===== src/mm_pkg.sv =====
// matrix multiplier shared definitions
package mm_pkg;

    // ====================
    // array and datapath sizes
    // ====================
    localparam int array_dim = 4;
    localparam int op_width  = 8;
    localparam int acc_width = 32;

    // bus geometry
    localparam int bus_width  = 32;
    localparam int addr_width = 8;

    // row memories, 16 rows each
    localparam int row_depth      = 16;
    localparam int row_addr_width = 4;

    // ====================
    // region codes, address bits 7:6
    // ====================
    localparam logic [1:0] region_ctrl   = 2'b00;
    localparam logic [1:0] region_input  = 2'b01;
    localparam logic [1:0] region_weight = 2'b10;
    localparam logic [1:0] region_output = 2'b11;

    // command codes, control write bits 3:0
    // any other code is a no-op
    localparam logic [3:0] op_reset        = 4'b1111;
    localparam logic [3:0] op_load_weights = 4'b0001;
    localparam logic [3:0] op_multiply     = 4'b0011;

    // ====================
    // row payloads
    // ====================
    // element i sits in bits 8i+7:8i
    typedef logic [array_dim-1:0][op_width-1:0] op_row_t;
    // one 32-bit sum per output column
    typedef logic [array_dim-1:0][acc_width-1:0] acc_row_t;

endpackage


===== src/mm_mac_cell.sv =====
// weight-stationary mac cell
`timescale 1ns/1ns

module mm_mac_cell import mm_pkg::*; (
    input  logic                        clk,
    input  logic                        arst_n,
    input  logic                        weight_shift,
    input  logic signed [op_width-1:0]  weight_in,
    input  logic signed [op_width-1:0]  a_in,
    input  logic signed [acc_width-1:0] psum_in,
    output logic signed [op_width-1:0]  weight_out,
    output logic signed [op_width-1:0]  a_out,
    output logic signed [acc_width-1:0] psum_out
);

    logic signed [op_width-1:0] weight_q;

    // weight chain down the column
    assign weight_out = weight_q;

    always_ff @(posedge clk or negedge arst_n) begin
        if (!arst_n) begin
            weight_q <= '0;
            a_out    <= '0;
            psum_out <= '0;
        end else begin
            if (weight_shift) begin
                weight_q <= weight_in;
            end
            // activation moves right one column per cycle
            a_out    <= a_in;
            // signed product, sign-extended into the sum
            psum_out <= psum_in + weight_q * a_in;
        end
    end

    // weight settled once its load ends
    a_weight_known: assert property (@(posedge clk) disable iff (!arst_n)
        $fell(weight_shift) |-> !$isunknown(weight_q))
        else $error("stationary weight unknown after load");

endmodule


===== config.mk =====
export PLATFORM = sky130hd
export DESIGN_NAME = mm_mac_cell
export DESIGN_NICKNAME = d
export VERILOG_FILES = /design/src/mm_pkg.sv /design/src/mm_mac_cell.sv
export SDC_FILE = /design/constraint.sdc
export NUM_CORES = 1
export LEC_CHECK = 0
export BUFFER_PORTS_ARGS = -buffer_cell sky130_fd_sc_hd__buf_4
export CAP_MARGIN = 10
export CORE_MARGIN = 10
export CORE_UTILIZATION = 55
export CTS_CLUSTER_DIAMETER = 100
export CTS_CLUSTER_SIZE = 12
export DETAILED_ROUTE_END_ITERATION = 10
export PLACE_DENSITY_LB_ADDON = 0.05
export SKIP_LAST_GASP = 1
export SLEW_MARGIN = 20
export SYNTH_ARGS = -nofsm -noshare
export SYNTH_HDL_FRONTEND = slang
export SYNTH_SLANG_ARGS = --single-unit

===== constraint.sdc =====
create_clock -name clk -period 10.5 [get_ports clk]
set_clock_uncertainty 0.05 [all_clocks]
set_input_delay 1.05 -clock clk [delete_from_list [all_inputs] [get_ports clk]]
set_output_delay 1.05 -clock clk [all_outputs]
set_load 0.1 [all_outputs]

==> Word-level counts from Yosys, hierarchy flattened <==
Index checks and enable logic that the tools add are counted.
{ "totals": {"reg_bits": 48, "elab_cells": 5, "input_bits": 51} }
{ "classes": {"multipliers": 1, "addsub": 1} }
{ "op_table": {"columns": ["operator", "count"], "rows": [
  ["adder 32 x 16 -> 32 bit", 1],
  ["multiplier 8 x 8 -> 16 bit", 1]
]} }

==> Longest topological paths before layout <==
{ "logic_depth": {"depth_word": 2, "depth_mapped": 20, "ltp_nobuf": 19} }

==> Least setup slack after synthesis <==
OpenSTA, ideal clock, no wires.
{ "synth_timing": {"path_kind": "register to register", "start": "reg weight_q[7], in the netlist weight_out[7]", "end": "reg psum_out[30]", "required_time_ns": 10.328, "setup_ns": 0.122, "path_slack_ns": 3.928, "arrival_ns": 6.400, "path_stages_with_launch": 17, "period_less_slack_ns": 6.572, "path_cell_list": "dfrtp_1 and2_1 inv_1 fa_1 inv_1 fa_1 fa_1 fa_1 fa_1 ha_1 o21a_1 o31a_1 o31ai_2 a21boi_4 o2111ai_4 and4b_1 nor3_2"} }
{ "synth_between": {"elab_chain_len": 2} }
{ "synth_rtl": {"columns": ["item", "line_no", "text"], "rows": [
  ["start: declaration", "mm_mac_cell.sv:16", "logic signed [op_width-1:0] weight_q;"],
  ["start signal: assignment", "mm_mac_cell.sv:28", "weight_q <= weight_in;"],
  ["multiplier 8 x 8 -> 16 bit", "mm_mac_cell.sv:33", "psum_out <= psum_in + weight_q * a_in;"],
  ["adder 32 x 16 -> 32 bit", "mm_mac_cell.sv:33", null],
  ["end signal: assignment", "mm_mac_cell.sv:33", null],
  ["end: declaration", "mm_mac_cell.sv:13", "output logic signed [acc_width-1:0] psum_out"]
]} }
Every way passes these cells.
A chain may end at the register's enable or synchronous reset.

==> Worst setup path after layout <==
{ "layout_timing": {"start": "in a_in[0]", "end": "reg psum_out[30]"} }
{ "layout_between": {"elab_chain_len": 2} }
{ "layout_rtl": {"columns": ["item", "line_no", "text"], "rows": [
  ["start: declaration", "mm_mac_cell.sv:9", "input logic signed [op_width-1:0] a_in,"],
  ["multiplier 8 x 8 -> 16 bit", "mm_mac_cell.sv:33", null],
  ["adder 32 x 16 -> 32 bit", "mm_mac_cell.sv:33", null]
]} }
Every way passes these cells.

==> flow_summary.yaml <==
run_status:
  status: "completed"
critical_path:
  crit_path_max_incr_delay_ns: 0.77
  crit_fanout: 25
  path_cells: "buf_4, and2_2, inv_1, fa_1, inv_1, fa_1, fa_1, fa_1, fa_1, ha_1, o21a_1, o31a_1, o31ai_2, a21boi_4, o2111ai_4, and4b_1, nor3_2"
  r2r_setup_slack_ns: 4.48
  cp_common_cell: "fa_1"
  reg2reg_depth: 16
  cp.required_ns: 10.63
  cp-end-kind: "register"
  arrival_ns: 6.42
  crit_path_top_delay_cell: "and2_2"
  r2r-end: "psum_out[30]"
  startpoint_type: "primary input"
  crit_type: "primary input to register"
  rr_startpoint: "weight_out[7]"
timing:
  max_freq_ghz: 0.159
  final_max_slew_viol_count: 0
  setup_tns_ns: 0
  rsz0062_at_grt: "no"
  slew_headroom_pct: 38.0
  final-hold-violation-count: 0
  finalCriticalPeriod_ns: 6.29
  min_period_over_period_pct: 59.9
  tightest_slew_ns: 0.930
  setup_viol: 0
route:
  drt.antenna.violating_nets: 0
  vias: 4611
  first_pass_iters: 4
  drtIter0Drc: 206
  routed_wl_um: 14500
  vias_per_cell: 5.23
  drc: 0
  wl_per_cell_um: 16.5
final_layout:
  nFillCells: 984
  fin_util_pct: 65.5
  antennaDiodeCount: 0
  fin_nets: 969
  drive_gt1_share_pct: 17.8
  area_growth_pct: 15.5
clock_network:
  cts_inserted_buffers: 5
  cts.repair.resized: 0
  cts_hold_buf: 0
  h-tree-depth: 2
  clock_latency_ns: 0.29
  path_clk_slew_ns: 0.07
  root_buffer: "clkbuf_16"
  clock_sinks: 48
  cts_tree: "done"
  postCtsSetupRepairBufs: 0
  clk_path_buf_depth: 2
synthesis:
  synth_cells: 619
  synth_nets: 876
  synth_cell_types: 58
  synth_edf_count: 0
  synth_top_flop_cell: "dfrtp_1"
  synth_area_leaders: "fa_1 (40%), dfrtp_1 (17%), ha_1 (13%), inv_1 (5.3%), and2_1 (3.0%)"
  yosys_warnings: 0
  async_flop_share_pct: 100
  yosysMostFrequentCell: "fa_1"
  synth_top_area_cell: "fa_1"
  synth_seq_area_share_pct: 17.5
  postSynthAreaPerCell_um2: 11.1
  yosys.area.top_type_share_pct: 39.6
  syn_area_um2: 6870
  ys_ff_latch: 48
  synth.top_cells.by_count: "fa_1 (136), inv_1 (97), ha_1 (70)"
floorplanning:
  start_util_pct: 56.7
  core-area_um2: 12100
  rows: 40
  die_w_um: 132
  dieArea_um2: 17400
  io-pin-count: 99
  fp.dieH_um: 132
placement:
  gp_congestion: 0.800
  place_hpwl_um: 12300
  portBuffers: 98
global_routing:
  grt_pass1_wl_um: 25900
  grt_max_degree: 49
  overflow: 0
  antenna_found_initial: 0
  track_usage_pct: 18.0
  grt_pass1_vias: 5298
hold_path:
  hold_path_class: "primary input to async pin"
flow_run:
  drv_cap: 0
==> stage by stage <==
step           worst slack (ns)  instances  hold WS (ns)  instance area [um2]
2_1_floorplan              3.93        619         0.704                 6870
3_3_place_gp               3.92        873         0.716                 7750
3_5_place_dp               3.85        873         0.728                 7750
4_1_cts                    4.16        881         0.741                 7930
5_1_grt                    3.84        881         0.774                 7930
6_report                   4.21        881         0.726                 7930
==> state kept, by name (all words and copies together), names as in the netlist <==
signal      count
a_out           8
psum_out       32
weight_out      8
==> how the worst max path moves through the flow <==
stage                        startpoint           end  cells after the start
after floorplan           weight_out[7]  psum_out[30]                     16
after global placement          a_in[0]  psum_out[30]                     17
after detailed placement        a_in[0]  psum_out[30]                     17
after CTS                       a_in[0]  psum_out[30]                     17
after global routing            a_in[0]  psum_out[29]                     17
final                           a_in[0]  psum_out[30]                     17
==> cells in the final DEF, fill, tap and decap left out, types with 2 or more instances in the layout <==
master | netlist | final
o21bai_1 | 2 | 2
nand2_1 | 43 | 43
o21a_1 | 5 | 5
nand3_1 | 5 | 5
nor2b_1 | 6 | 6
o21ai_0 | 14 | 14
xnor2_1 | 17 | 17
mux2_2 | 8 | 8
nor2_1 | 26 | 26
a21o_1 | 9 | 9
fa_1 | 136 | 136
clkbuf_16 | 0 | 5
dfrtp_1 | 48 | 48
ha_1 | 70 | 70
nand4_1 | 2 | 2
buf_4 | 0 | 99
and2_1 | 33 | 32
nor3_1 | 6 | 6
a21boi_1 | 2 | 2
a211oi_1 | 2 | 2
a211o_1 | 3 | 3
nand2b_1 | 3 | 3
and3_1 | 3 | 3
xor2_1 | 9 | 9
a21oi_1 | 22 | 22
o211ai_1 | 5 | 5
inv_1 | 97 | 97
==> final cells by class <==
type	count	area, um2	area share (%)
inverter	98	368	4.64
clock inverter	2	38.8	0.489
tap	168	210	2.65
sequential	48	1200	15.1
timing repair buffer	99	743	9.37
multi-input combinational	460	5230	66.0
clock buffer	6	139	1.75
==> kinds of logic after synthesis <==
kind of cell,synth area share [%]
AOI/OAI and AO/OA,8.98
adders and majority gates,52.4
xor gates and xnor gates,3.32
and+or+nand+nor,10.0
muxes,1.46
buffers and inverters,6.36
DFF,17.5
==> critical path, delay by kind of cell <==
| family | cells | cell delay [ns] |
|---|---|---|
| fa+ha+maj | 6 | 2.85 |
| simple gates | 3 | 1.07 |
| compound gates | 5 | 1.12 |
| buf+inv | 3 | 0.32 |
==> routing by layer <==
layer  global-route usage [%]  routed length (um)
met4                     3.77                 135
met2                     32.8                7840
met5                        0                   0
met3                     3.20                 540
met1                     21.5                6000
Power is not shown: default switching activity piles up to over one toggle a cycle in this logic, so the estimate is an artifact.
