<file path="src/mm_pkg.sv">
// matrix multiplier shared definitions
package mm_pkg;

    // ====================
    // array and datapath sizes
    // ====================
    localparam int array_dim = 4;
    localparam int op_width  = 8;
    localparam int acc_width = 32;

    // bus geometry
    localparam int bus_width  = 32;
    localparam int addr_width = 8;

    // row memories, 16 rows each
    localparam int row_depth      = 16;
    localparam int row_addr_width = 4;

    // ====================
    // region codes, address bits 7:6
    // ====================
    localparam logic [1:0] region_ctrl   = 2'b00;
    localparam logic [1:0] region_input  = 2'b01;
    localparam logic [1:0] region_weight = 2'b10;
    localparam logic [1:0] region_output = 2'b11;

    // command codes, control write bits 3:0
    // any other code is a no-op
    localparam logic [3:0] op_reset        = 4'b1111;
    localparam logic [3:0] op_load_weights = 4'b0001;
    localparam logic [3:0] op_multiply     = 4'b0011;

    // ====================
    // row payloads
    // ====================
    // element i sits in bits 8i+7:8i
    typedef logic [array_dim-1:0][op_width-1:0] op_row_t;
    // one 32-bit sum per output column
    typedef logic [array_dim-1:0][acc_width-1:0] acc_row_t;

endpackage

</file>
<file path="src/mm_bus_regs.sv">
// bus decode and control registers
`timescale 1ns/1ns

module mm_bus_regs import mm_pkg::*; (
    input  logic                      clk,
    input  logic                      arst_n,
    input  logic [addr_width-1:0]     bus_addr,
    input  logic                      bus_write,
    input  logic                      bus_read,
    input  logic [bus_width-1:0]      bus_wdata,
    input  logic                      load_done,
    input  logic                      mult_done,
    input  acc_row_t                  out_rd_data,
    output logic [bus_width-1:0]      bus_rdata,
    output logic                      in_wr_en,
    output logic                      w_wr_en,
    output logic [row_addr_width-1:0] wr_row,
    output op_row_t                   wr_data,
    output logic [row_addr_width-1:0] out_rd_row,
    output logic                      load_start,
    output logic                      mult_start,
    output logic [row_addr_width-1:0] src_base,
    output logic [row_addr_width-1:0] dst_base,
    output logic [row_addr_width-1:0] row_count,
    output logic                      engine_clear
);

    logic [1:0]                region;
    logic [3:0]                opcode;
    logic                      cmd_ok;
    logic                      engine_busy;
    logic                      weights_loaded;
    logic                      multiply_done;
    // captured at the read strobe
    logic [1:0]                rd_region_q;
    logic [1:0]                rd_col_q;
    logic [1:0]                rd_stat_q;
    logic [row_addr_width-1:0] rd_row_q;

    assign region = bus_addr[addr_width-1 -: 2];
    assign opcode = bus_wdata[3:0];

    // ====================
    // memory writes
    // ====================
    // whole-row writes at word index bits 3:0
    assign in_wr_en = bus_write && (region == region_input);
    assign w_wr_en  = bus_write && (region == region_weight);
    assign wr_row   = bus_addr[row_addr_width-1:0];
    assign wr_data  = op_row_t'(bus_wdata);

    // reset always goes through while other commands wait for idle
    assign cmd_ok = bus_write && (region == region_ctrl)
                    && (!engine_busy || (opcode == op_reset));

    // ====================
    // command and status
    // ====================
    always_ff @(posedge clk or negedge arst_n) begin
        if (!arst_n) begin
            load_start     <= 1'b0;
            mult_start     <= 1'b0;
            engine_clear   <= 1'b0;
            engine_busy    <= 1'b0;
            weights_loaded <= 1'b0;
            multiply_done  <= 1'b0;
            src_base       <= '0;
            dst_base       <= '0;
            row_count      <= '0;
        end else begin
            // single-cycle pulses
            load_start   <= 1'b0;
            mult_start   <= 1'b0;
            engine_clear <= 1'b0;
            if (cmd_ok) begin
                weights_loaded <= 1'b0;
                multiply_done  <= 1'b0;
                case (opcode)
                    op_reset: begin
                        engine_clear <= 1'b1;
                        engine_busy  <= 1'b0;
                    end
                    op_load_weights: begin
                        load_start  <= 1'b1;
                        engine_busy <= 1'b1;
                        src_base    <= bus_wdata[7:4];
                    end
                    op_multiply: begin
                        mult_start  <= 1'b1;
                        engine_busy <= 1'b1;
                        src_base    <= bus_wdata[7:4];
                        dst_base    <= bus_wdata[11:8];
                        row_count   <= bus_wdata[15:12];
                    end
                    default: begin
                        // no-op only clears the status bits
                    end
                endcase
            end else if (engine_clear) begin
                // late done pulses from a cleared run are dropped
                weights_loaded <= 1'b0;
                multiply_done  <= 1'b0;
            end else begin
                if (load_done) weights_loaded <= 1'b1;
                if (mult_done) multiply_done <= 1'b1;
                if (load_done || mult_done) engine_busy <= 1'b0;
            end
        end
    end

    // ====================
    // read path
    // ====================
    // output ram register acts as the data stage and holds the row between reads
    assign out_rd_row = bus_read ? bus_addr[5:2] : rd_row_q;

    always_ff @(posedge clk or negedge arst_n) begin
        if (!arst_n) begin
            rd_region_q <= region_ctrl;
            rd_col_q    <= '0;
            rd_stat_q   <= '0;
            rd_row_q    <= '0;
        end else if (bus_read) begin
            rd_region_q <= region;
            rd_col_q    <= bus_addr[1:0];
            rd_stat_q   <= {multiply_done, weights_loaded};
            rd_row_q    <= bus_addr[5:2];
        end
    end

    // input and weight regions read back as zero
    always_comb begin
        case (rd_region_q)
            region_ctrl:   bus_rdata = {{(bus_width-2){1'b0}}, rd_stat_q};
            region_output: bus_rdata = out_rd_data[rd_col_q];
            default:       bus_rdata = '0;
        endcase
    end

    // bus master never drives both strobes
    a_strobes: assert property (@(posedge clk) disable iff (!arst_n)
        !(bus_read && bus_write))
        else $error("bus read and write strobes high together");

endmodule

</file>
<file path="config.mk">
export PLATFORM = sky130hd
export DESIGN_NAME = mm_bus_regs
export DESIGN_NICKNAME = d
export VERILOG_FILES = /design/src/mm_pkg.sv /design/src/mm_bus_regs.sv
export SDC_FILE = /design/constraint.sdc
export NUM_CORES = 1
export LEC_CHECK = 0
export BUFFER_PORTS_ARGS = -buffer_cell sky130_fd_sc_hd__buf_2
export CORE_AREA = 2 2 101 103
export CTS_CLUSTER_SIZE = 10
export DETAILED_ROUTE_END_ITERATION = 8
export DIE_AREA = 0 0 103 105
export GPL_TIMING_DRIVEN = 0
export PLACE_DENSITY = 0.72
export SYNTH_ARGS = -nofsm -noshare
export SYNTH_HDL_FRONTEND = slang
export SYNTH_SLANG_ARGS = --single-unit
</file>
<file path="constraint.sdc">
create_clock -name clk -period 1.4 [get_ports clk]
set_input_delay 0 -clock clk [delete_from_list [all_inputs] [get_ports clk]]
set_output_delay 0 -clock clk [all_outputs]
set_load 0.005 [all_outputs]
</file>
==> Word-level counts from Yosys, hierarchy flattened <==
Index checks and enable logic that the tools add are counted.
W data, S select, Z words.
{ "totals": {"reg_bits": 28, "elab_cells": 58} }
{ "classes": {"order_cmp": 1, "n_eq_ne": 8, "n_mux": 20, "n_reduce_logical": 16} }
{ "ops": {"columns": ["operator", "n"], "rows": [
  ["$bmux W32 S2", 1],
  ["$pmux W32 S2", 1],
  ["$mux W32", 1],
  ["$mux W1", 15],
  ["$reduce_bool A3 Y1", 2],
  ["$eq A2 B2 Y1 const B", 2],
  ["$eq A4 B1 Y1 const B", 1],
  ["$eq A4 B2 Y1 const B", 1],
  ["$eq A4 B4 Y1 const B", 1],
  ["$logic_and A1 B1 Y1", 4],
  ["$logic_not A2 Y1", 2],
  ["$mux W4", 1],
  ["$reduce_and A2 Y1", 2],
  ["$lt A2 B3 Y1 const B", 1],
  ["$ne A3 B2 Y1 const B", 1],
  ["$reduce_and A3 Y1", 1],
  ["$eq A2 B1 Y1 const B", 1],
  ["$logic_or A1 B1 Y1", 2],
  ["$ne A2 B1 Y1 const B", 1],
  ["$pmux W1 S2", 1],
  ["$reduce_bool A2 Y1", 1],
  ["$reduce_or A2 Y1", 1],
  ["$logic_not A1 Y1", 1]
]} }

==> Depth between registers and ports, before layout <==
{ "logic_depth": {"ltp_word": 5, "mapped_depth": 5, "depth_no_buf": 4} }

==> Worst setup path after synthesis <==
OpenSTA, ideal clock, no wires.
{ "synth_path": {"path_type": "register to output", "startpoint": "reg rd_col_q[0]", "endpoint": "out bus_rdata[11]", "arrival_ps": 1359, "t_required_ps": 1400, "path_slack_ps": 41, "path_stages_with_launch": 5, "path_buffers": 2, "cell_sequence": "dfrtp_1 -> buf_2 -> buf_4 -> mux4_2 -> and2_1"} }
{ "synth_via": {"elab_chain_cells": 3} }
{ "synth_lines": {"columns": ["element", "line", "source"], "rows": [
  ["start: declaration", "mm_bus_regs.sv:36", "logic [1:0] rd_col_q;"],
  ["start signal: assignment", "mm_bus_regs.sv:125", "rd_col_q <= bus_addr[1:0];"],
  ["$bmux W32 S2", "mm_bus_regs.sv:135", "region_output: bus_rdata = out_rd_data[rd_col_q];"],
  ["$mux W32 (implied by the code)", "mm_bus_regs.sv:135", null],
  ["$pmux W32 S2", "mm_bus_regs.sv:133", "case (rd_region_q)"],
  ["end: declaration", "mm_bus_regs.sv:14", "output logic [bus_width-1:0] bus_rdata,"]
]} }
Every way passes these cells. The select of a mux whose other input is x is not followed.

==> Final worst setup path <==
{ "layout_path": {"startpoint": "reg rd_col_q[0]", "endpoint": "out bus_rdata[12]"} }
Same word-level chain as after synthesis.

==> flow_summary.json <==
{
  "status": "complete, but fails checks",
  "violations": "negative setup slack",
  "wl_per_cell_um": 17.1,
  "place_area_um2": 3790,
  "yosysTopAreaCellShare": 0.301,
  "cts_buffers": 3,
  "hpwlAfterDp_um": 8780,
  "p_seq_frac": 0.358,
  "cpPeakStageDelay_ns": 0.53,
  "cp_slowest_cell": "mux4_2",
  "synth.largest_area_cell": "mux4_2",
  "netlist_area_um2": 2390,
  "crit_path_frequent_cell": "buf_6",
  "drv_slew": 0,
  "syn_nets": 365,
  "startpoint": "rd_col_q[0]$_DFFE_PN0P_",
  "coreArea_um2": 9640,
  "maxCapViolations": 0,
  "critPathTopFamily": "multiplexers",
  "portBuffers": 246,
  "dr.pass1.iters": 4,
  "yosys_warnings": 0,
  "setup_violations": 32,
  "cts_tree": "built",
  "grt_pass1_vias": 2812,
  "worstReg2RegEnd": "src_base[1]$_DFFE_PN0P_",
  "powerDensity_nw_per_um2": 610,
  "fin_nets": 640,
  "synth-main-ff-cell": "dfrtp_1",
  "startpoint_type": "flip-flop",
  "antenna_left": 0,
  "grt_use_total": 0.181,
  "io_pins": 263,
  "path_class": "flip-flop to output pin",
  "drc": 0,
  "grt_pass1_wl_um": 15000,
  "worstSetupEndpointType": "output pin",
  "clkPwrFrac": 0.168,
  "rsz0062_at_grt": "true",
  "drt_iter0_drc": 89,
  "dieArea_um2": 10800,
  "p_switching_w": 0.000740,
  "netlist_instances": 189,
  "holdCritStartpoint": "bus_addr[7]",
  "intPower_w": 0.00189,
  "fp-row-count": 36,
  "peakVddDrop_uv": 413,
  "hp-class": "input port to flip-flop",
  "ys_seq_elements": 28,
  "cts-root-buf": "clkbuf_8",
  "globalplace.congestion": 0.862,
  "die_y_um": 105,
  "min_period_over_period": 1.24,
  "combPwrFrac": 0.474,
  "n_fill_cell": 933,
  "wl_um": 10200,
  "ys_top_cells_by_area": "mux4_2, dfrtp_1, buf_4",
  "synth_seq_area_share": 0.293,
  "crit_buf_inv": 3,
  "fp.dieW_um": 103,
  "r2r_start": "engine_busy$_DFFE_PN0P_",
  "worst_slew_pin_slew_ns": 0.647,
  "antenna_found_initial": 4,
  "synth_cell_types": 27,
  "swShare": 0.281,
  "syn_to_final_growth_pct": 80.3,
  "path_clk_slew_ns": 0.10,
  "start_util": 0.248,
  "hold_path_end": "rd_region_q[1]$_DFFE_PN0P_",
  "slew_headroom": 0.568,
  "cts_max_level": 1,
  "cts.sinks": 28,
  "synth_area_per_cell_um2": 12.7,
  "required_ns": 1.40,
  "fmax_mhz": 574,
  "hold_viol_final": 0,
  "finalClockSkew_ns": 0.00164,
  "fin_area_um2": 4310,
  "ys_top_cells_by_count": "buf_4, mux4_2, and2_1, dfrtp_1, mux2_2",
  "finalPower_w": 0.00263,
  "min_path_cells": 3,
  "reg2reg_depth": 2,
  "setup_ws_ns": -0.341,
  "async_flop_share": 1.00,
  "rrSetupSlack_ns": 0.16,
  "synth_edf_count": 0,
  "drive_above_1_share": 0.816,
  "worstSkewPairLatency_ns": 0.27,
  "cp_max_fo": 10,
  "grt_max_degree": 29,
  "path_cells": "buf_6 -> buf_12 -> mux4_2 -> and2_4 -> buf_6",
  "clockBufferDepth": 2,
  "gr-total-overflow": 0,
  "synth.most_common_cell": "buf_4",
  "worst-endpoint-arrival_ns": 1.74,
  "vias": 2609,
  "p_leak_nw": 2.27,
  "final.min_clock_period_ns": 1.74,
  "viasPerCell": 4.36
}
==> worst max-delay path by stage <==
stage | slack [ns] | depth (start not counted) | to
3_5_place_dp | -0.29 | 6 | bus_rdata[10]
4_1_cts | -0.36 | 5 | bus_rdata[19]
5_1_grt | -0.40 | 5 | bus_rdata[19]
2_1_floorplan | 0.04 | 4 | bus_rdata[11]
3_3_place_gp | -0.23 | 6 | bus_rdata[10]
6_report | -0.34 | 5 | bus_rdata[12]
==> through the flow <==
step	hold WS, ns	utilization	setup TNS (ns)	instances	setup WS (ns)
floorplan	-0.296	-	0	189	0.0414
global placement	0.0560	0.393	-5.38	568	-0.231
detailed placement	0.0734	0.393	-7.17	568	-0.290
CTS	0.00865	0.436	-10.16	594	-0.358
global route	0.0158	0.447	-11.52	595	-0.404
finish	0.00911	0.447	-9.40	598	-0.341
==> what timing repair did <==
item                                    4_1_cts  5_1_grt
endpoints found under the setup margin       40       32
gates cloned                                  0        0
setup buffers                                 2        1
hold endpoints to repair                     48        0
hold buffers                                 21        0
pin swaps                                     2        1
gates resized for setup                      39       23
==> routing by layer <==
layer  share of wire  global-route usage  vias to the layer above  wire (um)
li1                -                   -                     1215          -
met4           0.014              0.0329                        2        140
met1            0.37               0.212                     1226       3790
met3            0.10              0.0595                       16       1070
met2            0.51               0.320                      150       5220
met5          0.0016                   0                        -         16
==> layout make-up <==
cell class,instances,area (um2),share of cell area
Antenna cell,3,7.51,0.00174
Buffer,48,393,0.0911
Clock buffer,3,41.3,0.00958
Inverter,2,7.51,0.00174
Multi-Input combinational cell,111,1420,0.329
Sequential cell,28,701,0.163
Tap cell,133,166,0.0386
Timing Repair Buffer,270,1580,0.366
==> cells by family after synthesis <==
| group | after synthesis | share of synthesized area |
|---|---|---|
| mux | 52 | 0.396 |
| fa+ha+maj | 2 | 0.0105 |
| compound gates | 7 | 0.0215 |
| buf+inv | 50 | 0.141 |
| simple gates | 50 | 0.139 |
| flops | 28 | 0.293 |
==> state kept, by name, indices dropped and copies added, names as in the netlist <==
name,flops
rd_col_q,2
dst_base,4
engine_clear,1
rd_stat_q,2
src_base,4
rd_row_q,4
multiply_done,1
row_count,4
engine_busy,1
mult_start,1
rd_region_q,2
weights_loaded,1
load_start,1
==> placed cells by master (no fill, tap or decap), types with 3 or more instances in the layout <==
master / count
diode_2: 3
buf_4: 39
mux4_2: 32
buf_2: 229
dlygate4sd3_1: 21
buf_12: 3
dfrtp_1: 28
clkbuf_8: 3
and2_1: 12
nor2_1: 4
clkbuf_2: 4
mux2_2: 20
buf_6: 19
and2_4: 18
==> power groups by stage <==
| stage | Sequential, W | Combinational [W] | Clock, W |
|---|---|---|---|
| 6_report | 0.000942 | 0.00125 | 0.000442 |
| 3_3_place_gp | 0.000950 | 0.00106 | 0 |
| 3_5_place_dp | 0.000955 | 0.00109 | 0 |
| 2_1_floorplan | 0.000952 | 0.000576 | 0 |
| 5_1_grt | 0.000954 | 0.00135 | 0.000498 |
| 4_1_cts | 0.000942 | 0.00121 | 0.000460 |
==> worst register-to-register path: stages, from the launching register on <==
cell	delay (ns)
dfrtp_1	0.45
nor3b_4	0.30
mux2_2	0.38
(Power assumes the default switching activity.)
