<file path="src/mm_pkg.sv">
// matrix multiplier shared definitions
package mm_pkg;

    // ====================
    // array and datapath sizes
    // ====================
    localparam int array_dim = 4;
    localparam int op_width  = 8;
    localparam int acc_width = 32;

    // bus geometry
    localparam int bus_width  = 32;
    localparam int addr_width = 8;

    // row memories, 16 rows each
    localparam int row_depth      = 16;
    localparam int row_addr_width = 4;

    // ====================
    // region codes, address bits 7:6
    // ====================
    localparam logic [1:0] region_ctrl   = 2'b00;
    localparam logic [1:0] region_input  = 2'b01;
    localparam logic [1:0] region_weight = 2'b10;
    localparam logic [1:0] region_output = 2'b11;

    // command codes, control write bits 3:0
    // any other code is a no-op
    localparam logic [3:0] op_reset        = 4'b1111;
    localparam logic [3:0] op_load_weights = 4'b0001;
    localparam logic [3:0] op_multiply     = 4'b0011;

    // ====================
    // row payloads
    // ====================
    // element i sits in bits 8i+7:8i
    typedef logic [array_dim-1:0][op_width-1:0] op_row_t;
    // one 32-bit sum per output column
    typedef logic [array_dim-1:0][acc_width-1:0] acc_row_t;

endpackage

</file>
<file path="src/mm_array_feeder.sv">
// systolic array feeder
`timescale 1ns/1ns

module mm_array_feeder import mm_pkg::*; (
    input  logic                      clk,
    input  logic                      arst_n,
    input  logic                      load_start,
    input  logic                      mult_start,
    input  logic [row_addr_width-1:0] src_base,
    input  logic [row_addr_width-1:0] row_count,
    input  logic                      engine_clear,
    input  op_row_t                   w_rd_data,
    input  op_row_t                   in_rd_data,
    output logic [row_addr_width-1:0] w_rd_row,
    output logic [row_addr_width-1:0] in_rd_row,
    output logic [array_dim-1:0]      weight_shift,
    output op_row_t                   weight_in,
    output op_row_t                   a_in,
    output logic                      stream_valid,
    output logic                      load_done,
    output logic                      busy
);

    logic                      start_load;
    logic                      start_mult;
    logic                      run_load;
    logic                      run_mult;
    logic [row_addr_width-1:0] rd_idx;
    logic [row_addr_width-1:0] rd_left;
    // ram data stage
    logic                      ld_valid;
    logic [row_addr_width-1:0] ld_step;
    logic                      m_valid;
    logic [array_dim-1:0]      sv_pipe;
    op_row_t                   a_now;
    op_row_t                   skew [array_dim-1];

    assign busy = run_load || run_mult || ld_valid || m_valid || (|sv_pipe);
    // first read goes out in the start cycle itself
    assign start_load = load_start && !busy;
    assign start_mult = mult_start && !busy;

    // weights go bottom row first, they shift down the columns
    assign w_rd_row  = src_base + row_addr_width'(array_dim - 1) - rd_idx;
    assign in_rd_row = src_base + rd_idx;

    // ====================
    // read sequencer
    // ====================
    always_ff @(posedge clk or negedge arst_n) begin
        if (!arst_n) begin
            run_load  <= 1'b0;
            run_mult  <= 1'b0;
            rd_idx    <= '0;
            rd_left   <= '0;
            ld_valid  <= 1'b0;
            ld_step   <= '0;
            m_valid   <= 1'b0;
            sv_pipe   <= '0;
            load_done <= 1'b0;
        end else if (engine_clear) begin
            run_load  <= 1'b0;
            run_mult  <= 1'b0;
            rd_idx    <= '0;
            rd_left   <= '0;
            ld_valid  <= 1'b0;
            ld_step   <= '0;
            m_valid   <= 1'b0;
            sv_pipe   <= '0;
            load_done <= 1'b0;
        end else begin
            ld_valid  <= start_load || run_load;
            ld_step   <= rd_idx;
            m_valid   <= start_mult || run_mult;
            // valid follows row 0 down to the bottom of column 0
            sv_pipe   <= {sv_pipe[array_dim-2:0], m_valid};
            load_done <= ld_valid && (ld_step == row_addr_width'(array_dim - 1));
            if (start_load) begin
                run_load <= 1'b1;
                rd_idx   <= row_addr_width'(1);
                rd_left  <= row_addr_width'(array_dim - 1);
            end else if (start_mult) begin
                // single-row run finishes in the start cycle
                run_mult <= (row_count != '0);
                rd_idx   <= (row_count != '0) ? row_addr_width'(1) : '0;
                rd_left  <= row_count;
            end else if (run_load || run_mult) begin
                if (rd_left == row_addr_width'(1)) begin
                    run_load <= 1'b0;
                    run_mult <= 1'b0;
                    rd_idx   <= '0;
                end else begin
                    rd_idx  <= rd_idx + 1'b1;
                    rd_left <= rd_left - 1'b1;
                end
            end
        end
    end

    // ====================
    // weight load
    // ====================
    // rows below the data front hold still
    always_comb begin
        for (int r = 0; r < array_dim; r++) begin
            weight_shift[r] = ld_valid && (ld_step >= row_addr_width'(r));
        end
    end
    assign weight_in = w_rd_data;

    // ====================
    // input skew
    // ====================
    // idle slots carry zeros
    assign a_now = m_valid ? in_rd_data : '0;

    always_ff @(posedge clk) begin
        skew[0] <= a_now;
        for (int k = 1; k < array_dim - 1; k++) begin
            skew[k] <= skew[k-1];
        end
    end

    // row r late by r cycles
    always_comb begin
        a_in[0] = a_now[0];
        for (int r = 1; r < array_dim; r++) begin
            a_in[r] = skew[r-1][r];
        end
    end

    assign stream_valid = sv_pipe[array_dim-1];

    // bus side holds commands back while the engine runs
    a_no_start_busy: assert property (@(posedge clk) disable iff (!arst_n)
        (load_start || mult_start) |-> !busy)
        else $error("command start while array feeder busy");

endmodule

</file>
<file path="config.mk">
export PLATFORM = sky130hd
export DESIGN_NAME = mm_array_feeder
export DESIGN_NICKNAME = d
export VERILOG_FILES = /design/src/mm_pkg.sv /design/src/mm_array_feeder.sv
export SDC_FILE = /design/constraint.sdc
export NUM_CORES = 1
export LEC_CHECK = 0
export ABC_CLOCK_PERIOD_IN_PS = 5000
export BUFFER_PORTS_ARGS = -buffer_cell sky130_fd_sc_hd__buf_2
export CORE_MARGIN = 1
export CORE_UTILIZATION = 35
export CTS_CLUSTER_SIZE = 30
export DETAILED_ROUTE_END_ITERATION = 7
export MAX_ROUTING_LAYER = met4
export PLACE_DENSITY = 0.65
export REMOVE_ABC_BUFFERS = 1
export SYNTH_ARGS = -nofsm -noshare
export SYNTH_HDL_FRONTEND = slang
export SYNTH_SLANG_ARGS = --single-unit
</file>
<file path="constraint.sdc">
create_clock -name clk -period 5 [get_ports clk]
set_input_delay 0.5 -clock clk [delete_from_list [all_inputs] [get_ports clk]]
set_output_delay 0.5 -clock clk [all_outputs]
set_load 0.01 [all_outputs]
</file>
### Word level (Yosys, flattened, before mapping)

Memory sizes are Yosys's and may differ from the RTL's.
Index checks and enable logic that the tools add are counted.

| operators by class | value |
|---|---|
| reductions and logical operators | 24 |
| add/sub/neg operators | 5 |
| magnitude comparators | 4 |
| equal/unequal tests | 5 |
| multiplexer cells | 25 |

Operators with widths:

| operator | number |
|---|---|
| $mux W4 | 12 |
| $mux W32 | 1 |
| $mux W1 | 12 |
| $reduce_bool A3 Y1 | 4 |
| $ge A4 B1 Y1 const B | 2 |
| $ge A4 B2 Y1 const B | 2 |
| $reduce_bool A4 Y1 | 2 |
| $logic_and A1 B1 Y1 | 7 |
| $logic_or A1 B1 Y1 | 6 |
| $reduce_and A3 Y1 | 2 |
| $add A4 B1 Y4 const B | 1 |
| $add A4 B2 Y4 const B | 1 |
| $add A4 B4 Y4 | 1 |
| $eq A4 B1 Y1 const B | 1 |
| $eq A4 B2 Y1 const B | 1 |
| $ne A4 B4 Y1 const B | 1 |
| $reduce_or A4 Y1 | 1 |
| $sub A4 B1 Y4 const B | 1 |
| $sub A4 B4 Y4 | 1 |
| $ne A3 B3 Y1 const B | 1 |
| $ne A2 B2 Y1 const B | 1 |
| $reduce_and A2 Y1 | 1 |
| $logic_not A1 Y1 | 1 |

| word-level totals | value |
|---|---|
| input port bits | 77 |
| output and inout port bits | 79 |
| bits in writable memories | 96 |
| memories kept | 1 |
| register bits | 21 |

Memory list:

| name | depth | bits a word | read ports | clocked after Yosys merged registers in | write ports | line | RTL |
|---|---|---|---|---|---|---|---|
| skew | 3 | 32 | 3 | 0 | 3 | mm_array_feeder.sv:36 | `op_row_t skew [array_dim-1];` |

### Depth between registers and ports, before layout

| logic depth | value |
|---|---|
| word-level depth | 9 |
| depth in mapped cells | 7 |
| depth with buffers taken out | 7 |

### Worst setup path before layout

Ideal clock, no wire load.

| path | value |
|---|---|
| path type | input -> output |
| from | in src_base[1] |
| to | out w_rd_row[3] |
| buffers on the path | 0 |
| stages | 6 |
| path slack | 2808 ps |
| required time | 4500 ps |
| arrival | 1692 ps |
| path through | ha_1 > ha_1 > inv_1 > fa_1 > xnor2_1 > xnor2_1 |

| on the way | value |
|---|---|
| word-level cells in the longest chain between the ends | 2 |

Ends and longest elaborated chain:

| item | line | RTL |
|---|---|---|
| start, declared | mm_array_feeder.sv:9 | `input logic [row_addr_width-1:0] src_base,` |
| $add A4 B2 Y4 | mm_array_feeder.sv:44 | `assign w_rd_row = src_base + row_addr_width'(array_dim - 1) - rd_idx;` |
| $sub A4 B4 Y4 | mm_array_feeder.sv:44 |  |
| end, declared | mm_array_feeder.sv:14 | `output logic [row_addr_width-1:0] w_rd_row,` |

Every way passes these cells.

### Worst setup path in the final report

| path | value |
|---|---|
| from | reg rd_idx[1] |
| to | out w_rd_row[3] |

| on the way | value |
|---|---|
| word-level cells in the longest chain between the ends | 1 |

Ends and longest elaborated chain:

| item | line | RTL |
|---|---|---|
| start, declared | mm_array_feeder.sv:28 | `logic [row_addr_width-1:0] rd_idx;` |
| start signal, assigned | mm_array_feeder.sv:80 | `rd_idx <= row_addr_width'(1);` |
| start signal, assigned | mm_array_feeder.sv:85 | `rd_idx <= (row_count != '0) ? row_addr_width'(1) : '0;` |
| start signal, assigned | mm_array_feeder.sv:93 | `rd_idx <= rd_idx + 1'b1;` |
| $sub A4 B4 Y4 | mm_array_feeder.sv:44 |  |

Every way passes these cells.

==> impl_metrics.env <==
export IMPL_switching_share_pct=33.5
export IMPL_clk_latency_ns=0.33
export IMPL_netlist_area_leader_share_pct=32.3
export IMPL_synth_seq_cells=69
export IMPL_synth_most_common_cell="buf_4"
export IMPL_power_frac_seq_pct=42.3
export IMPL_finalHoldViolCount=0
export IMPL_crit_path_end="w_rd_row[3]"
export IMPL_slew_viol_final=0
export IMPL_power_density_mw_per_mm2=538
export IMPL_cts_resized=0
export IMPL_place_area_sq_mm=0.00309
export IMPL_synth_largest_area_cell="dfxtp_1"
export IMPL_crit_chain="inv_1, ha_1, ha_1, inv_1, fa_1, xnor2_1, xnor2_1, buf_2"
export IMPL_die_area_sq_mm=0.00888
export IMPL_slew_headroom_pct=44.0
export IMPL_worst_ep_arrival_time_ns=2.23
export IMPL_cts_tree="done"
export IMPL_fin_tns_setup_ns=0
export IMPL_ys_seq_area_share_pct=49.9
export IMPL_skew_ns=0.00804
export IMPL_p_switching_mw=0.597
export IMPL_critPathMaxFanout=5
export IMPL_crit_cells=8
export IMPL_ys_types=47
export IMPL_start_util_pct=36.2
export IMPL_layout_cells_non_filler=429
export IMPL_die_w_um=94.2
export IMPL_wire_per_inst_um=15.4
export IMPL_cts_setup_buffers=0
export IMPL_final_cell_area_sq_mm=0.00331
export IMPL_multi_input_comb_area_sq_um=961
export IMPL_final_net_count=408
export IMPL_routed_wl_um=6590
export IMPL_synthesis_area_sq_mm=0.00298
export IMPL_fin_util_pct=40.3
export IMPL_ant_nets=0
export IMPL_area_growth_pct=11.2
export IMPL_yosys_warnings=0
export IMPL_viasPerCell=4.59
export IMPL_htree_levels=3
export IMPL_fp_row_count=33
export IMPL_fin_crit_sh_pct=54.7
export IMPL_io_buffers=91
export IMPL_dpl_cell_count=413
export IMPL_worstSetupPathType="register to output pin"
export IMPL_clockBufferDepth=2
export IMPL_synth_area_top_cells="dfxtp_1 32%, dfrtp_1 18%, buf_4 15%, and2_1 6.7%, ha_1 4.2%"
export IMPL_drive_above_1_share_pct=34.6
export IMPL_grt_first_pass_wirelength_um=9740
export IMPL_finalPower_mw=1.78
export IMPL_fill_cells=825
export IMPL_root_buffer="clkbuf_8"
export IMPL_r2r_slack_ns=2.68
export IMPL_p_leak_nw=1.63
export IMPL_maxCapViolations=0
export IMPL_p_comb_share_pct=31.0
export IMPL_rr_worst_depth=4
export IMPL_grt_pass1_vias=1801
export IMPL_synth_ff_type="dfxtp_1"
export IMPL_cts_inserted_buffers=9
export IMPL_die_h_um=94.2
export IMPL_path_buf_inv=3
export IMPL_grt_use_total_pct=16.0
export IMPL_syn_avg_cell_area_sq_um=10.6
export IMPL_dr_first_iter_drc_count=63
export IMPL_hold_buffers=0
export IMPL_min_period_ns=2.73
export IMPL_drt_pre_antenna_iters=6
export IMPL_clockPowerShare_pct=26.7
export IMPL_synth_common_cells="58 x buf_4, 48 x dfxtp_1, 32 x and2_1"
export IMPL_regArea_sq_mm=0.00149
export IMPL_grt_max_degree=35
export IMPL_netlist_instances=282
export IMPL_clkTransAtPathRegs_ns=0.08
export IMPL_io_pins=156
export IMPL_clkSinkCount=69
export IMPL_synthArstFlopShare_pct=30.4
export IMPL_r2r_end="run_mult$_DFFE_PN0P_"
export IMPL_tightest_slew_ns=0.841
export IMPL_irDropWorstVdd_mv=0.203
export IMPL_p_int_mw=1.18
export IMPL_setup_viol=0
export IMPL_rsz0062_at_grt="no"
export IMPL_critPathCaptureType="output pin"
export IMPL_dpl_hpwl_um=5090
export IMPL_synth_edf_count=0
export IMPL_hold_class="primary input to asynchronous set/reset pin"
export IMPL_drc=0
export IMPL_n_antenna_cell=0
export IMPL_antenna_found_initial=0
export IMPL_cp_start_kind="register"
export IMPL_fmax_mhz=366
export IMPL_vias=1968
export IMPL_grt_overflow_total=0
export IMPL_slowest_stage="dfrtp_1"
export IMPL_core_area_sq_mm=0.00822
export IMPL_outcome="finished clean"
export IMPL_slowest_delay_ns=0.43
export IMPL_place_congestion=0.839
export IMPL_crit_family="adder cells"
export IMPL_r2r_start="m_valid$_DFF_PN0_"
export IMPL_cp_required_ns=4.50
export IMPL_crit_start="rd_idx[1]$_DFFE_PN0P_"
## metal layers
| metal | global-route usage (%) | wire [um] | vias up |
|---|---|---|---|
| met5 | - | 0 | - |
| met4 | 6.79 | 92 | 0 |
| met3 | 13.1 | 1170 | 7 |
| met2 | 18.7 | 2540 | 128 |
| met1 | 19.1 | 2790 | 897 |
| li1 | - | - | 936 |
## stage by stage
stage | setup slack [ns] | hold WS (ns)
after floorplan | 2.81 | 0.204
after global placement | 2.60 | 0.310
after detailed placement | 2.52 | 0.312
after CTS | 2.23 | 0.116
after global routing | 2.12 | 0.136
final | 2.27 | 0.117
## worst register-to-register path, delay by kind of cell (launching register included)
family           cells  cell delay, ns
flip-flops           1            0.69
AND/OR/NAND/NOR      3            1.41
AO/OA/AOI/OAI        1            0.14
## worst min path at each step
| stage | end | slack (ns) | depth (start not counted) |
|---|---|---|---|
| 6_report | ld_step[1]$_DFF_PN0_ | 0.12 | 1 |
| 3_3_place_gp | skew[0][56]$_DFF_P_ | 0.31 | 0 |
| 4_1_cts | ld_step[1]$_DFF_PN0_ | 0.12 | 1 |
| 5_1_grt | ld_step[1]$_DFF_PN0_ | 0.14 | 1 |
| 3_5_place_dp | skew[0][58]$_DFF_P_ | 0.31 | 0 |
| 2_1_floorplan | ld_step[0]$_DFF_PN0_ | 0.20 | 0 |
## power groups by stage
stage / Combinational [mW] / Sequential [mW] / Clock, mW
floorplan: 0.347 / 0.770 / 0
CTS: 0.552 / 0.758 / 0.494
finish: 0.552 / 0.754 / 0.475
global route: 0.612 / 0.772 / 0.521
global placement: 0.543 / 0.763 / 0
detailed placement: 0.549 / 0.769 / 0
## logic make-up (layout without fill, tap and decap cells)
family	Yosys count	after routing	share of synthesized area, %
AND/OR/NAND/NOR	81	81	17.0
buffers and inverters	81	123	17.8
flip-flops	69	69	49.9
AO/OA/AOI/OAI	32	32	7.56
adder cells (fa/ha/maj)	12	12	5.55
XOR/XNOR	5	5	1.47
multiplexers	2	2	0.672
## layout make-up
type	count	share of cell area, %
repair buffers	91	13.8
clock inverters	5	1.96
flip-flops and latches	69	44.9
inverters	16	1.81
well taps	105	3.97
clock buffers	11	4.61
multi-input cells	132	29.0
## flip-flops by register name, indices dropped and copies added (netlist names)
name       flops
run_mult       1
rd_idx         4
run_load       1
ld_step        4
load_done      1
sv_pipe        4
m_valid        1
rd_left        4
ld_valid       1
skew          48
## placed cells by master (no fill, tap or decap), drive strengths merged, types with 2 or more instances in the layout
cell type and n:
and3 2, o31a 2, inv 17, nand2b 3, xnor2 4, a31oi 2
mux2i 2, a31o 2, dfrtp 21, or3 3, nor4 4, clkinv 3
fa 2, nand4 2, a311oi 2, nor2b 7, dfxtp 48, nand2 9
and2 32, clkbuf 11, nor2 6, buf 91, a21o 3, o21ai 3
or2 3, nor3 2, ha 10, a21oi 11, nand3 4, o22ai 2
Power figures use the tool's default switching activity.
