### src/mm_pkg.sv
// matrix multiplier shared definitions
package mm_pkg;

    // ====================
    // array and datapath sizes
    // ====================
    localparam int array_dim = 4;
    localparam int op_width  = 8;
    localparam int acc_width = 32;

    // bus geometry
    localparam int bus_width  = 32;
    localparam int addr_width = 8;

    // row memories, 16 rows each
    localparam int row_depth      = 16;
    localparam int row_addr_width = 4;

    // ====================
    // region codes, address bits 7:6
    // ====================
    localparam logic [1:0] region_ctrl   = 2'b00;
    localparam logic [1:0] region_input  = 2'b01;
    localparam logic [1:0] region_weight = 2'b10;
    localparam logic [1:0] region_output = 2'b11;

    // command codes, control write bits 3:0
    // any other code is a no-op
    localparam logic [3:0] op_reset        = 4'b1111;
    localparam logic [3:0] op_load_weights = 4'b0001;
    localparam logic [3:0] op_multiply     = 4'b0011;

    // ====================
    // row payloads
    // ====================
    // element i sits in bits 8i+7:8i
    typedef logic [array_dim-1:0][op_width-1:0] op_row_t;
    // one 32-bit sum per output column
    typedef logic [array_dim-1:0][acc_width-1:0] acc_row_t;

endpackage

### src/mm_result_drain.sv
// result deskew and writeback
`timescale 1ns/1ns

module mm_result_drain import mm_pkg::*; (
    input  logic                      clk,
    input  logic                      arst_n,
    input  logic                      stream_valid,
    input  acc_row_t                  col_sums,
    input  logic [row_addr_width-1:0] dst_base,
    input  logic                      engine_clear,
    output logic                      out_wr_en,
    output logic [row_addr_width-1:0] out_wr_row,
    output acc_row_t                  out_wr_data,
    output logic                      mult_done
);

    // valid aligned with column 0, three more cycles to column 3
    logic [array_dim-2:0] v_pipe;
    logic                 wr_en_q;
    acc_row_t             dly [array_dim-1];

    // ====================
    // deskew
    // ====================
    always_ff @(posedge clk) begin
        dly[0] <= col_sums;
        for (int k = 1; k < array_dim - 1; k++) begin
            dly[k] <= dly[k-1];
        end
    end

    // column c waits array_dim-1-c cycles
    always_comb begin
        out_wr_data[array_dim-1] = col_sums[array_dim-1];
        for (int c = 0; c < array_dim - 1; c++) begin
            out_wr_data[c] = dly[array_dim-2-c][c];
        end
    end

    assign out_wr_en = v_pipe[array_dim-2];

    // ====================
    // row pointer, done
    // ====================
    always_ff @(posedge clk or negedge arst_n) begin
        if (!arst_n) begin
            v_pipe     <= '0;
            wr_en_q    <= 1'b0;
            out_wr_row <= '0;
        end else if (engine_clear) begin
            v_pipe     <= '0;
            wr_en_q    <= 1'b0;
            out_wr_row <= dst_base;
        end else begin
            v_pipe  <= {v_pipe[array_dim-3:0], stream_valid};
            wr_en_q <= out_wr_en;
            // tracks the base while idle
            if (out_wr_en) begin
                out_wr_row <= out_wr_row + 1'b1;
            end else begin
                out_wr_row <= dst_base;
            end
        end
    end

    // rows arrive back to back, so the run ends at the first gap
    assign mult_done = wr_en_q && !out_wr_en;

endmodule

### config.mk
export PLATFORM = sky130hd
export DESIGN_NAME = mm_result_drain
export DESIGN_NICKNAME = d
export VERILOG_FILES = /design/src/mm_pkg.sv /design/src/mm_result_drain.sv
export SDC_FILE = /design/constraint.sdc
export NUM_CORES = 1
export LEC_CHECK = 0
export ABC_AREA = 1
export BUFFER_PORTS_ARGS = -buffer_cell sky130_fd_sc_hd__buf_2
export CORE_MARGIN = 2
export CORE_UTILIZATION = 44
export DETAILED_ROUTE_END_ITERATION = 10
export PLACE_DENSITY = 0.78
export SYNTH_ARGS = -nofsm -noshare
export SYNTH_HDL_FRONTEND = slang
export SYNTH_SLANG_ARGS = --single-unit
export TNS_END_PERCENT = 100
### constraint.sdc
create_clock -name clk -period 1.2 [get_ports clk]
set_input_delay 0.12 -clock clk [delete_from_list [all_inputs] [get_ports clk]]
set_output_delay 0.12 -clock clk [all_outputs]
set_load 0.01 [all_outputs]
**Word level (Yosys, flattened, before mapping)**

Memories as Yosys holds them, arrays and structs flattened.
Index checks and enable logic that the tools add are counted.

- Memories kept: 1
- Input port bits: 136
- Logic and storage cells: 11
- Bits in registers: 8
- Output and inout bits: 134
- Memory bits (writable): 384

Memory list:

| memory | words | bits a word | read ports | clocked after Yosys merged registers in | write ports | RTL line | text |
|---|---|---|---|---|---|---|---|
| dly | 3 | 128 | 3 | 0 | 3 | mm_result_drain.sv:20 | `acc_row_t dly [array_dim-1];` |

- Mux-type cells: 4
- Add/subtract/negate cells: 1
- Reductions and logical operators: 2

Operators by type and width:

| cell | number |
|---|---|
| $mux W4 | 2 |
| $add A4 B1 Y4 const B | 1 |
| $mux W3 | 1 |
| $logic_and A1 B1 Y1 | 1 |
| $logic_not A1 Y1 | 1 |
| $mux W1 | 1 |

**Logic depth before layout (Yosys ltp)**

Gate-level depths: netlist of the first run.

- Word-level depth: 3
- Depth in mapped cells: 5
- Mapped depth without buffers: 5

**Worst setup path after synthesis of the first run**

OpenSTA, ideal clock, no wires.

- Kind: flip-flop to flip-flop
- From: register out_wr_row[0]
- To: register out_wr_row[2]
- Clock period less this slack: 978 ps
- Stages on the path, launching flop included: 4
- Slack: 222 ps
- Library setup time: 125 ps
- Arrival: 853 ps
- Path buffers: 0
- Required time: 1075 ps
- Cells stage by stage: dfrtp_1 -> ha_1 -> xnor2_1 -> a21oi_1

- Cells in the longest elaborated chain, start to end: 3

Ends and longest elaborated chain:

| what | RTL line | text |
|---|---|---|
| start, declared | mm_result_drain.sv:12 | `output logic [row_addr_width-1:0] out_wr_row,` |
| start signal, assigned | mm_result_drain.sv:53 | `out_wr_row <= dst_base;` |
| start signal, assigned | mm_result_drain.sv:59 | `out_wr_row <= out_wr_row + 1'b1;` |
| start signal, assigned | mm_result_drain.sv:61 | `out_wr_row <= dst_base;` |
| $add A4 B1 Y4 | mm_result_drain.sv:59 |  |
| $mux W4 | mm_result_drain.sv:58 | `if (out_wr_en) begin` |
| $mux W4 | mm_result_drain.sv:50 | `end else if (engine_clear) begin` |

No other way between the ends.

**Worst setup path after layout of the first run**

- From: register v_pipe[2]
- To: output port mult_done

- Cells in the longest elaborated chain, start to end: 2

Ends and longest elaborated chain:

| what | RTL line | text |
|---|---|---|
| start, declared | mm_result_drain.sv:18 | `logic [array_dim-2:0] v_pipe;` |
| start signal, assigned | mm_result_drain.sv:55 | `v_pipe <= {v_pipe[array_dim-3:0], stream_valid};` |
| $logic_not A1 Y1 | mm_result_drain.sv:67 | `assign mult_done = wr_en_q && !out_wr_en;` |
| $logic_and A1 B1 Y1 | mm_result_drain.sv:67 |  |
| end, declared | mm_result_drain.sv:14 | `output logic mult_done` |

No other way between the ends.

==> results of run 1 <==
-- synthesized netlist by cell type, drive strengths merged, types with 2 or more instances --
library cell  instances
inv                   7
a21oi                 2
nand3                 2
dfxtp               192
dfrtp                 8
nor2                  7
buf                 128
nand2                 4
-- metrics by stage --
| stage | utilization (%) | power [mW] | std cells | TNS [ns] |
|---|---|---|---|---|
| final | 61.3 | 13.2 | 712 | 0 |
| after global routing | 61.3 | 13.8 | 712 | -0.0187 |
| after CTS | 61.2 | 13.4 | 710 | 0 |
| after detailed placement | 47.1 | 7.72 | 575 | 0 |
| after global placement | 47.1 | 7.69 | 575 | 0 |
| after floorplan | - | 7.67 | 355 | 0 |
-- final cells by class --
class                   instances  area, um2  share of cell area [%]
clock buffers                  20        457                    6.52
flip-flops and latches        200       4040                    57.8
repair buffers                309       2070                    29.5
diodes                          1       2.50                  0.0358
clock inverters                12        116                    1.66
well taps                     143        179                    2.56
inverters                       7       26.3                   0.375
multi-input cells              20        108                    1.54
-- worst register-to-register path: stages, from the launching register on --
cell	delay [ns]
dfrtp_1	0.43
ha_1	0.23
xnor2_1	0.17
a21oi_1	0.08
-- layer usage --
layer  up-vias  global-route usage, %
li1       1358                      -
met1      1276                   14.5
met2       149                   29.4
met3        45                   7.88
met4         0                   11.5
met5         -                      0
-- power by group --
group	leakage [nW]	internal [mW]	total, mW	switching, mW
clock network	0.277	3.00	5.39	2.40
registers	1.72	7.00	7.09	0.0954
logic	1.31	0.467	0.757	0.290
total	3.31	10.5	13.2	2.78
-- how the worst max path moves through the flow --
stage,from,to,slack [ns],cells after the start
after floorplan,out_wr_row[0],out_wr_row[2],0.22,3
after global placement,out_wr_row[0],out_wr_row[2],0.25,3
after detailed placement,out_wr_row[0],out_wr_row[2],0.18,3
after CTS,v_pipe[2],mult_done,0.002,2
after global routing,v_pipe[2],mult_done,-0.02,2
final,v_pipe[2],mult_done,0.05,2
-- registers in the layout, summed over array words and instances (netlist names) --
| name | flops |
|---|---|
| wr_en_q | 1 |
| out_wr_row | 4 |
| v_pipe | 3 |
| dly | 192 |
-- logic make-up after synthesis --
logic type,share of synthesized area [%]
buffers and inverters,19.2
adders and majority gates,0.243
AOI/OAI and AO/OA,0.292
and+or+nand+nor,1.39
DFF,78.7
xor gates and xnor gates,0.170
-- timing repair --
action | CTS | global route
hold buffers | 103 | 1
hold endpoints to repair | 111 | 1
gates resized for setup | 0 | 0
setup endpoints to repair | 0 | 1
==> metrics, run 1 <==
row cnt=39; die area=0.0126 mm2; Final min period=1.15 ns; drt total wl=10.1 mm; synthesis-to-layout area growth=36.2%; Synth area leaders=dfxtp_1, buf_4, dfrtp_1; total vias in the final route=2828; R2R depth=3; Tcrit/Tclk final=96.2%; syn avg cell area=14.5 um2; Buffers & Inverters on Critical Path=1; CTS buffer count=17; final setup violating endpoints=0; Worst setup EP type=output pin; initial drt markers=106; DP HPWL=5.90 mm; maxcap violations=0; register clock-pin slew on the reported worst setup and hold paths=0.07 ns; Starting Density=45.0%; first-pass GRT wire length=15.3 mm; core footprint=0.0114 mm2; commonest non-fill, non-tap cells in the layout=buf_2, dfxtp_1, dlygate4sd3_1; R2R Setup Slk=0.18 ns; warnings from Yosys=0; Slew Limit Fails=0; DRC Markers=0; initial antenna violation count=1; Worst setup SP type=register; net count after synthesis=492; delay-heaviest family, CP=flip-flops; instance area at placement=0.00538 mm2; largest area contributor in the netlist=dfxtp_1; Synth Cell Area=0.00514 mm2; post-route cell area=0.00700 mm2; WL met3=859 um; Post-Synthesis Cells=355; pre-CTS setup slack=0.179 ns; CP required=1.08 ns; FILL cells=847; I/O pin total=270; static leakage=3.31 nW; worst skew pair latency=0.41 ns; worst reg2reg path startpoint=out_wr_row[0]; CP max FO=3; Metal-1 WL=3.39 mm; RSZ-0062 raised after global routing=true; CTS Sinks=200; worst vdd ir=1.52 mV; worst slew pin tran=0.187 ns; worst path arrival time=1.03 ns; wire per inst=14.1 um; Async S/R FF share, synth=4.00%; Post CTS Setup Buffer Count=0; PD cells=1890 mW/mm2; final hold vios=0; GPL Wtd Cong=0.711; synthesized flop and latch total=200; DR vias/cell=3.97; post-synthesis sequential area ratio=78.7%; outcome=completed; hold slack=0.0715 ns; highest metal used=met4; crit-path max cell delay=0.41 ns; Yosys cell types=14; total grt overflow=0; port bufs=205; Critical Path, Cell by Cell=nor2_1, buf_2; RR Endpoint=out_wr_row[2]; Die W=112 um; clock tree buffer depth=2; Crit Path Class=reg2out; Hold Path Class=in2async; Slew HR=87.5%; clock skew=0.00792 ns; clk root buf=clkbuf_16; area fraction of the dominant cell type after synthesis=74.8%; commonest non-fill, non-tap cell in the layout=buf_2; share of cells above drive strength 1=41.7%; Total GRT Usage=16.5%; met2 WL=5.37 mm; Fmax=866 MHz; Primary FF master, synth=dfxtp_1; Routed Antenna Nets=0; TritonCTS clock tree=yes; Pre-Repair DR Iteration Count=4; largest net degree at the start of global routing=18; Nets=692; setup ws final=0.0452 ns; number of global-route vias before repair=3130; Critical-path top delay cell=dfrtp_1; htree depth=4; die height=112 um; Post-synth EDFFs=0
Note: power is estimated with default switching activity, not from simulation.
==> run 2, diff against run 1 <==
- GPL_TIMING_DRIVEN: not set -> 0
==> metrics, run 2 (synthesized netlist as in run 1, its figures left out) <==
worst path arrival time=1.05 ns; htree depth=4; commonest non-fill, non-tap cell in the layout=buf_2; clock skew=0.00914 ns; DR vias/cell=3.95; core footprint=0.0114 mm2; Routed Antenna Nets=0; die height=112 um; Nets=851; sequential power share=51.7%; Clk pwr share=39.8%; M1 GR Usage=16.4%; final setup violating endpoints=0; commonest non-fill, non-tap cells in the layout=buf_2, dfxtp_1, buf_4; initial drt markers=84; clk root buf=clkbuf_16; worst slew pin tran=0.181 ns; Post CTS Setup Buffer Count=0; CTS buffer count=17; Slew Limit Fails=0; initial antenna violation count=0; GPL Wtd Cong=0.676; delay-heaviest family, CP=flip-flops; Pre-Repair DR Iteration Count=4; final hold vios=0; Starting Density=45.0%; share of cells above drive strength 1=54.4%; largest net degree at the start of global routing=18; Worst setup SP type=register; total vias in the final route=3440; post-CTS sizing=0; I/O pin total=270; number of global-route vias before repair=3725; setup ws final=0.0324 ns; Die W=112 um; Critical-path top delay cell=dfrtp_1; NetSw=2.88 mW; register clock-pin slew on the reported worst setup and hold paths=0.07 ns; drt total wl=11.5 mm; first-pass GRT wire length=17.6 mm; Regs by FF count=dly: 192 flops, out_wr_row: 4 flops, v_pipe: 3 flops; setup TNS=0 ns; CTS Sinks=200; Crit Path Class=reg2out; synthesis-to-layout area growth=57.9%; Worst setup EP type=output pin; pre-CTS setup slack=0.196 ns; TritonCTS clock tree=yes; outcome=completed; Hold Path Class=in2async; placed cells=735; crit-path max cell delay=0.40 ns; Final min period=1.17 ns; total grt overflow=0; maxcap violations=0; wire per inst=13.2 um; most used routing layer=met2; Largest register FFs=192; Tcrit/Tclk final=97.3%; worst vdd ir=1.42 mV; RSZ-0062 raised after global routing=true; DRC Markers=0; Buffers & Inverters on Critical Path=1; row cnt=39; FILL cells=725; port bufs=237; Fmax=856 MHz; PD cells=1690 mW/mm2; CP required=1.08 ns; static leakage=4.04 nW; Comb power frac=8.4%; Largest Register=dly; Final Non-Filler Cells=870; met2 GRT Util=36.1%; die area=0.0126 mm2; CP max FO=3; Sw Ratio=21.0%; Slew HR=87.9%; worst skew pair latency=0.42 ns; Total GRT Usage=18.6%; clock tree buffer depth=2; Critical Path, Cell by Cell=nor2_1, buf_2; GR Util met3=7.24%; internal power=10.9 mW
[run 2: cell type report]
class | count | area [um2] | share of cell area (%)
Sequential cell | 200 | 4040 | 49.8
Inverter | 7 | 26.3 | 0.324
Timing Repair Buffer | 340 | 2220 | 27.3
Antenna cell | 1 | 2.50 | 0.0308
Clock buffer | 19 | 433 | 5.34
Multi-Input combinational cell | 20 | 108 | 1.33
Buffer | 128 | 961 | 11.8
Tap cell | 143 | 179 | 2.21
Clock inverter | 12 | 143 | 1.76
[run 2: timing repair]
item / in CTS / in global routing
hold endpoints to repair: 112 / 0
hold buffers: 103 / 0
setup endpoints to repair: 1 / 1
pin swaps: 1 / 0
[run 2: power by group through the flow]
stage | registers (mW) | clock network [mW] | logic [mW]
after floorplan | 7.21 | 0 | 0.460
after global placement | 7.23 | 0 | 0.854
after detailed placement | 7.25 | 0 | 0.867
after CTS | 7.10 | 5.59 | 1.13
after global routing | 7.13 | 5.87 | 1.24
final | 7.10 | 5.47 | 1.16
[run 2: worst paths after layout]
kind                                     from       endpoint  slack, ns  depth (start not counted)
worst min-delay path                   arst_n        wr_en_q       0.09                          2
worst max-delay path                v_pipe[2]      mult_done       0.03                          2
worst min register to register    dly[0][149]    dly[0][277]       0.32                          0
min in group clk                 col_sums[76]     dly[0][76]       0.32                          2
max in group asynchronous              arst_n  out_wr_row[2]       0.94                          2
worst max register to register  out_wr_row[0]  out_wr_row[2]       0.15                          3
[run 2: metal layers]
| metal | vias to the layer above | wire length (um) |
|---|---|---|
| met4 | 0 | 357 |
| li1 | 1676 | - |
| met2 | 172 | 6470 |
| met5 | - | 0 |
| met1 | 1562 | 3690 |
| met3 | 30 | 1010 |
[run 2: stage by stage]
step / util [%] / hold WS (ns) / instance area (um2) / power, mW
2_1_floorplan: - / -0.176 / 5140 / 7.67
3_3_place_gp: 57.0 / -0.0351 / 6500 / 8.08
3_5_place_dp: 57.0 / -0.0250 / 6500 / 8.11
4_1_cts: 71.0 / 0.0703 / 8110 / 13.8
5_1_grt: 71.0 / 0.105 / 8110 / 14.2
6_report: 71.0 / 0.0873 / 8110 / 13.7
==> run 3, diff against run 2 <==
- CORE_UTILIZATION: 44 -> 46
- CTS_BUF_LIST: not set -> sky130_fd_sc_hd__clkbuf_2 sky130_fd_sc_hd__clkbuf_4 sky130_fd_sc_hd__clkbuf_8
- PLACE_DENSITY: 0.78 -> 0.81
==> metrics, run 3 (synthesized netlist as in run 1, its figures left out) <==
share of cells above drive strength 1=58.7%; largest net degree at the start of global routing=19; drt total wl=13.5 mm; CTS buffer count=17; worst skew pair latency=0.46 ns; TritonCTS clock tree=yes; Power Total=12.9 mW; Comb power frac=9.8%; initial antenna violation count=1; die area=0.0120 mm2; crit-path max cell delay=0.40 ns; met2 GRT Util=39.9%; initial drt markers=79; maxcap violations=0; Nets=852; Critical-path top delay cell=dfrtp_1; FILL cells=624; clock tree buffer depth=2; Critical Path, Cell by Cell=nor2_1, buf_2; I/O pin total=270; first-pass GRT wire length=17.8 mm; final hold vios=0; Total GRT Usage=20.9%; worst slew pin tran=0.382 ns; GR Util met3=7.53%; post-route cell area=0.00821 mm2; Pre-Repair DR Iteration Count=4; row cnt=38; setup ws final=0.0157 ns; Fmax=844 MHz; Tcrit/Tclk final=98.7%; total vias in the final route=3499; Slew HR=74.5%; number of global-route vias before repair=3661; Crit Path Class=reg2out; die height=110 um; wire per inst=15.5 um; DRC Markers=0; DP HPWL=7.49 mm; PD cells=1570 mW/mm2; worst vdd ir=1.27 mV; DR vias/cell=4.03; RSZ-0062 raised after global routing=true; Buffers & Inverters on Critical Path=1; core footprint=0.0109 mm2; CP max FO=3; GPL Wtd Cong=0.677; area of the multi-input gates=108 um2; R2R Setup Slk=0.07 ns; delay-heaviest family, CP=flip-flops; Regs by FF count=dly: 192 flops, out_wr_row: 4 flops, v_pipe: 3 flops; final setup violating endpoints=0; Final min period=1.18 ns; total grt overflow=0; Routed Antenna Nets=0; clk root buf=clkbuf_8; Clk pwr share=35.0%; Worst setup SP type=register; most used routing layer=met2; Worst setup EP type=output pin; htree depth=4; n_diodes=0; worst path arrival time=1.06 ns; Slew Limit Fails=0; synthesis-to-layout area growth=59.8%; instance area at placement=0.00650 mm2; commonest non-fill, non-tap cell in the layout=buf_2; pre-CTS setup slack=0.160 ns; Largest register FFs=192; placed cells=732; internal power=9.97 mW; Hold Path Class=in2reg; M1 GR Usage=18.8%; CP required=1.08 ns; commonest non-fill, non-tap cells in the layout=buf_2, dfxtp_1, buf_4; final core utilization=75.4%; sequential power share=55.2%; Sw Ratio=22.6%; Register Area=0.00408 mm2; CTS Sinks=200; Largest Register=dly; clock skew=0.0109 ns; Die W=110 um; NetSw=2.92 mW; static leakage=4.06 nW; Final Non-Filler Cells=868; port bufs=237; Starting Density=47.2%; register clock-pin slew on the reported worst setup and hold paths=0.10 ns; outcome=completed
[run 3: changes by cell type in the layout (fill, tap and decap cells not counted), sizes merged]
cell,delta
clkinv,+4
clkinvlp,-3
dlygate4sd3,+2
buf,-1
bufinv,+1
clkbuf,-1
diode,-1
[run 3: repair_timing]
item | CTS | global route
setup endpoints to repair | 6 | 32
buffers inserted | 3 | 0
resized for setup | 6 | 71
pin swaps | 1 | 0
endpoints found under the hold margin | 112 | 0
hold buffers | 105 | 0
[run 3: final cells by class]
type / count / share of cell area, %
timing repair buffer: 345 / 29.9
tap: 140 / 2.13
clock buffer: 18 / 2.94
sequential: 200 / 49.7
inverter: 7 / 0.320
multi-input combinational: 20 / 1.31
buffer: 124 / 11.4
clock inverter: 14 / 2.28
[run 3: worst reg2reg max path, cell delays in order (launching register included)]
cell	delay (ns)
dfrtp_1	0.40
buf_4	0.15
ha_1	0.22
xnor2_1	0.16
a21oi_1	0.09
[run 3: final timing paths]
check,from,cells past startpoint,to
worst min-delay path,col_sums[46],2,dly[0][46]
worst max-delay path,v_pipe[2],2,mult_done
max in group asynchronous,arst_n,3,wr_en_q
worst max register to register,out_wr_row[0],4,out_wr_row[2]
worst min register to register,dly[0][152],0,dly[0][280]
min in group asynchronous,arst_n,3,out_wr_row[0]
[run 3: layer usage]
layer  share of wire, %  vias up
met1                 31     1587
met3                8.5       34
met2                 56      199
met4                3.7        2
met5              0.096        -
li1                   -     1677
[run 3: stage by stage]
step / hold slack, ns / TNS (ns)
2_1_floorplan: -0.176 / 0
3_3_place_gp: -0.0405 / 0
3_5_place_dp: -0.0337 / 0
4_1_cts: 0.248 / -0.0208
5_1_grt: 0.257 / -0.151
6_report: 0.287 / 0
[run 3: power by group through the flow]
stage | Sequential, mW | Combinational [mW] | Clock [mW]
after detailed placement | 7.25 | 0.882 | 0
after global placement | 7.23 | 0.866 | 0
after global routing | 7.15 | 1.36 | 4.87
after CTS | 7.09 | 1.17 | 4.54
final | 7.12 | 1.27 | 4.51
after floorplan | 7.21 | 0.460 | 0
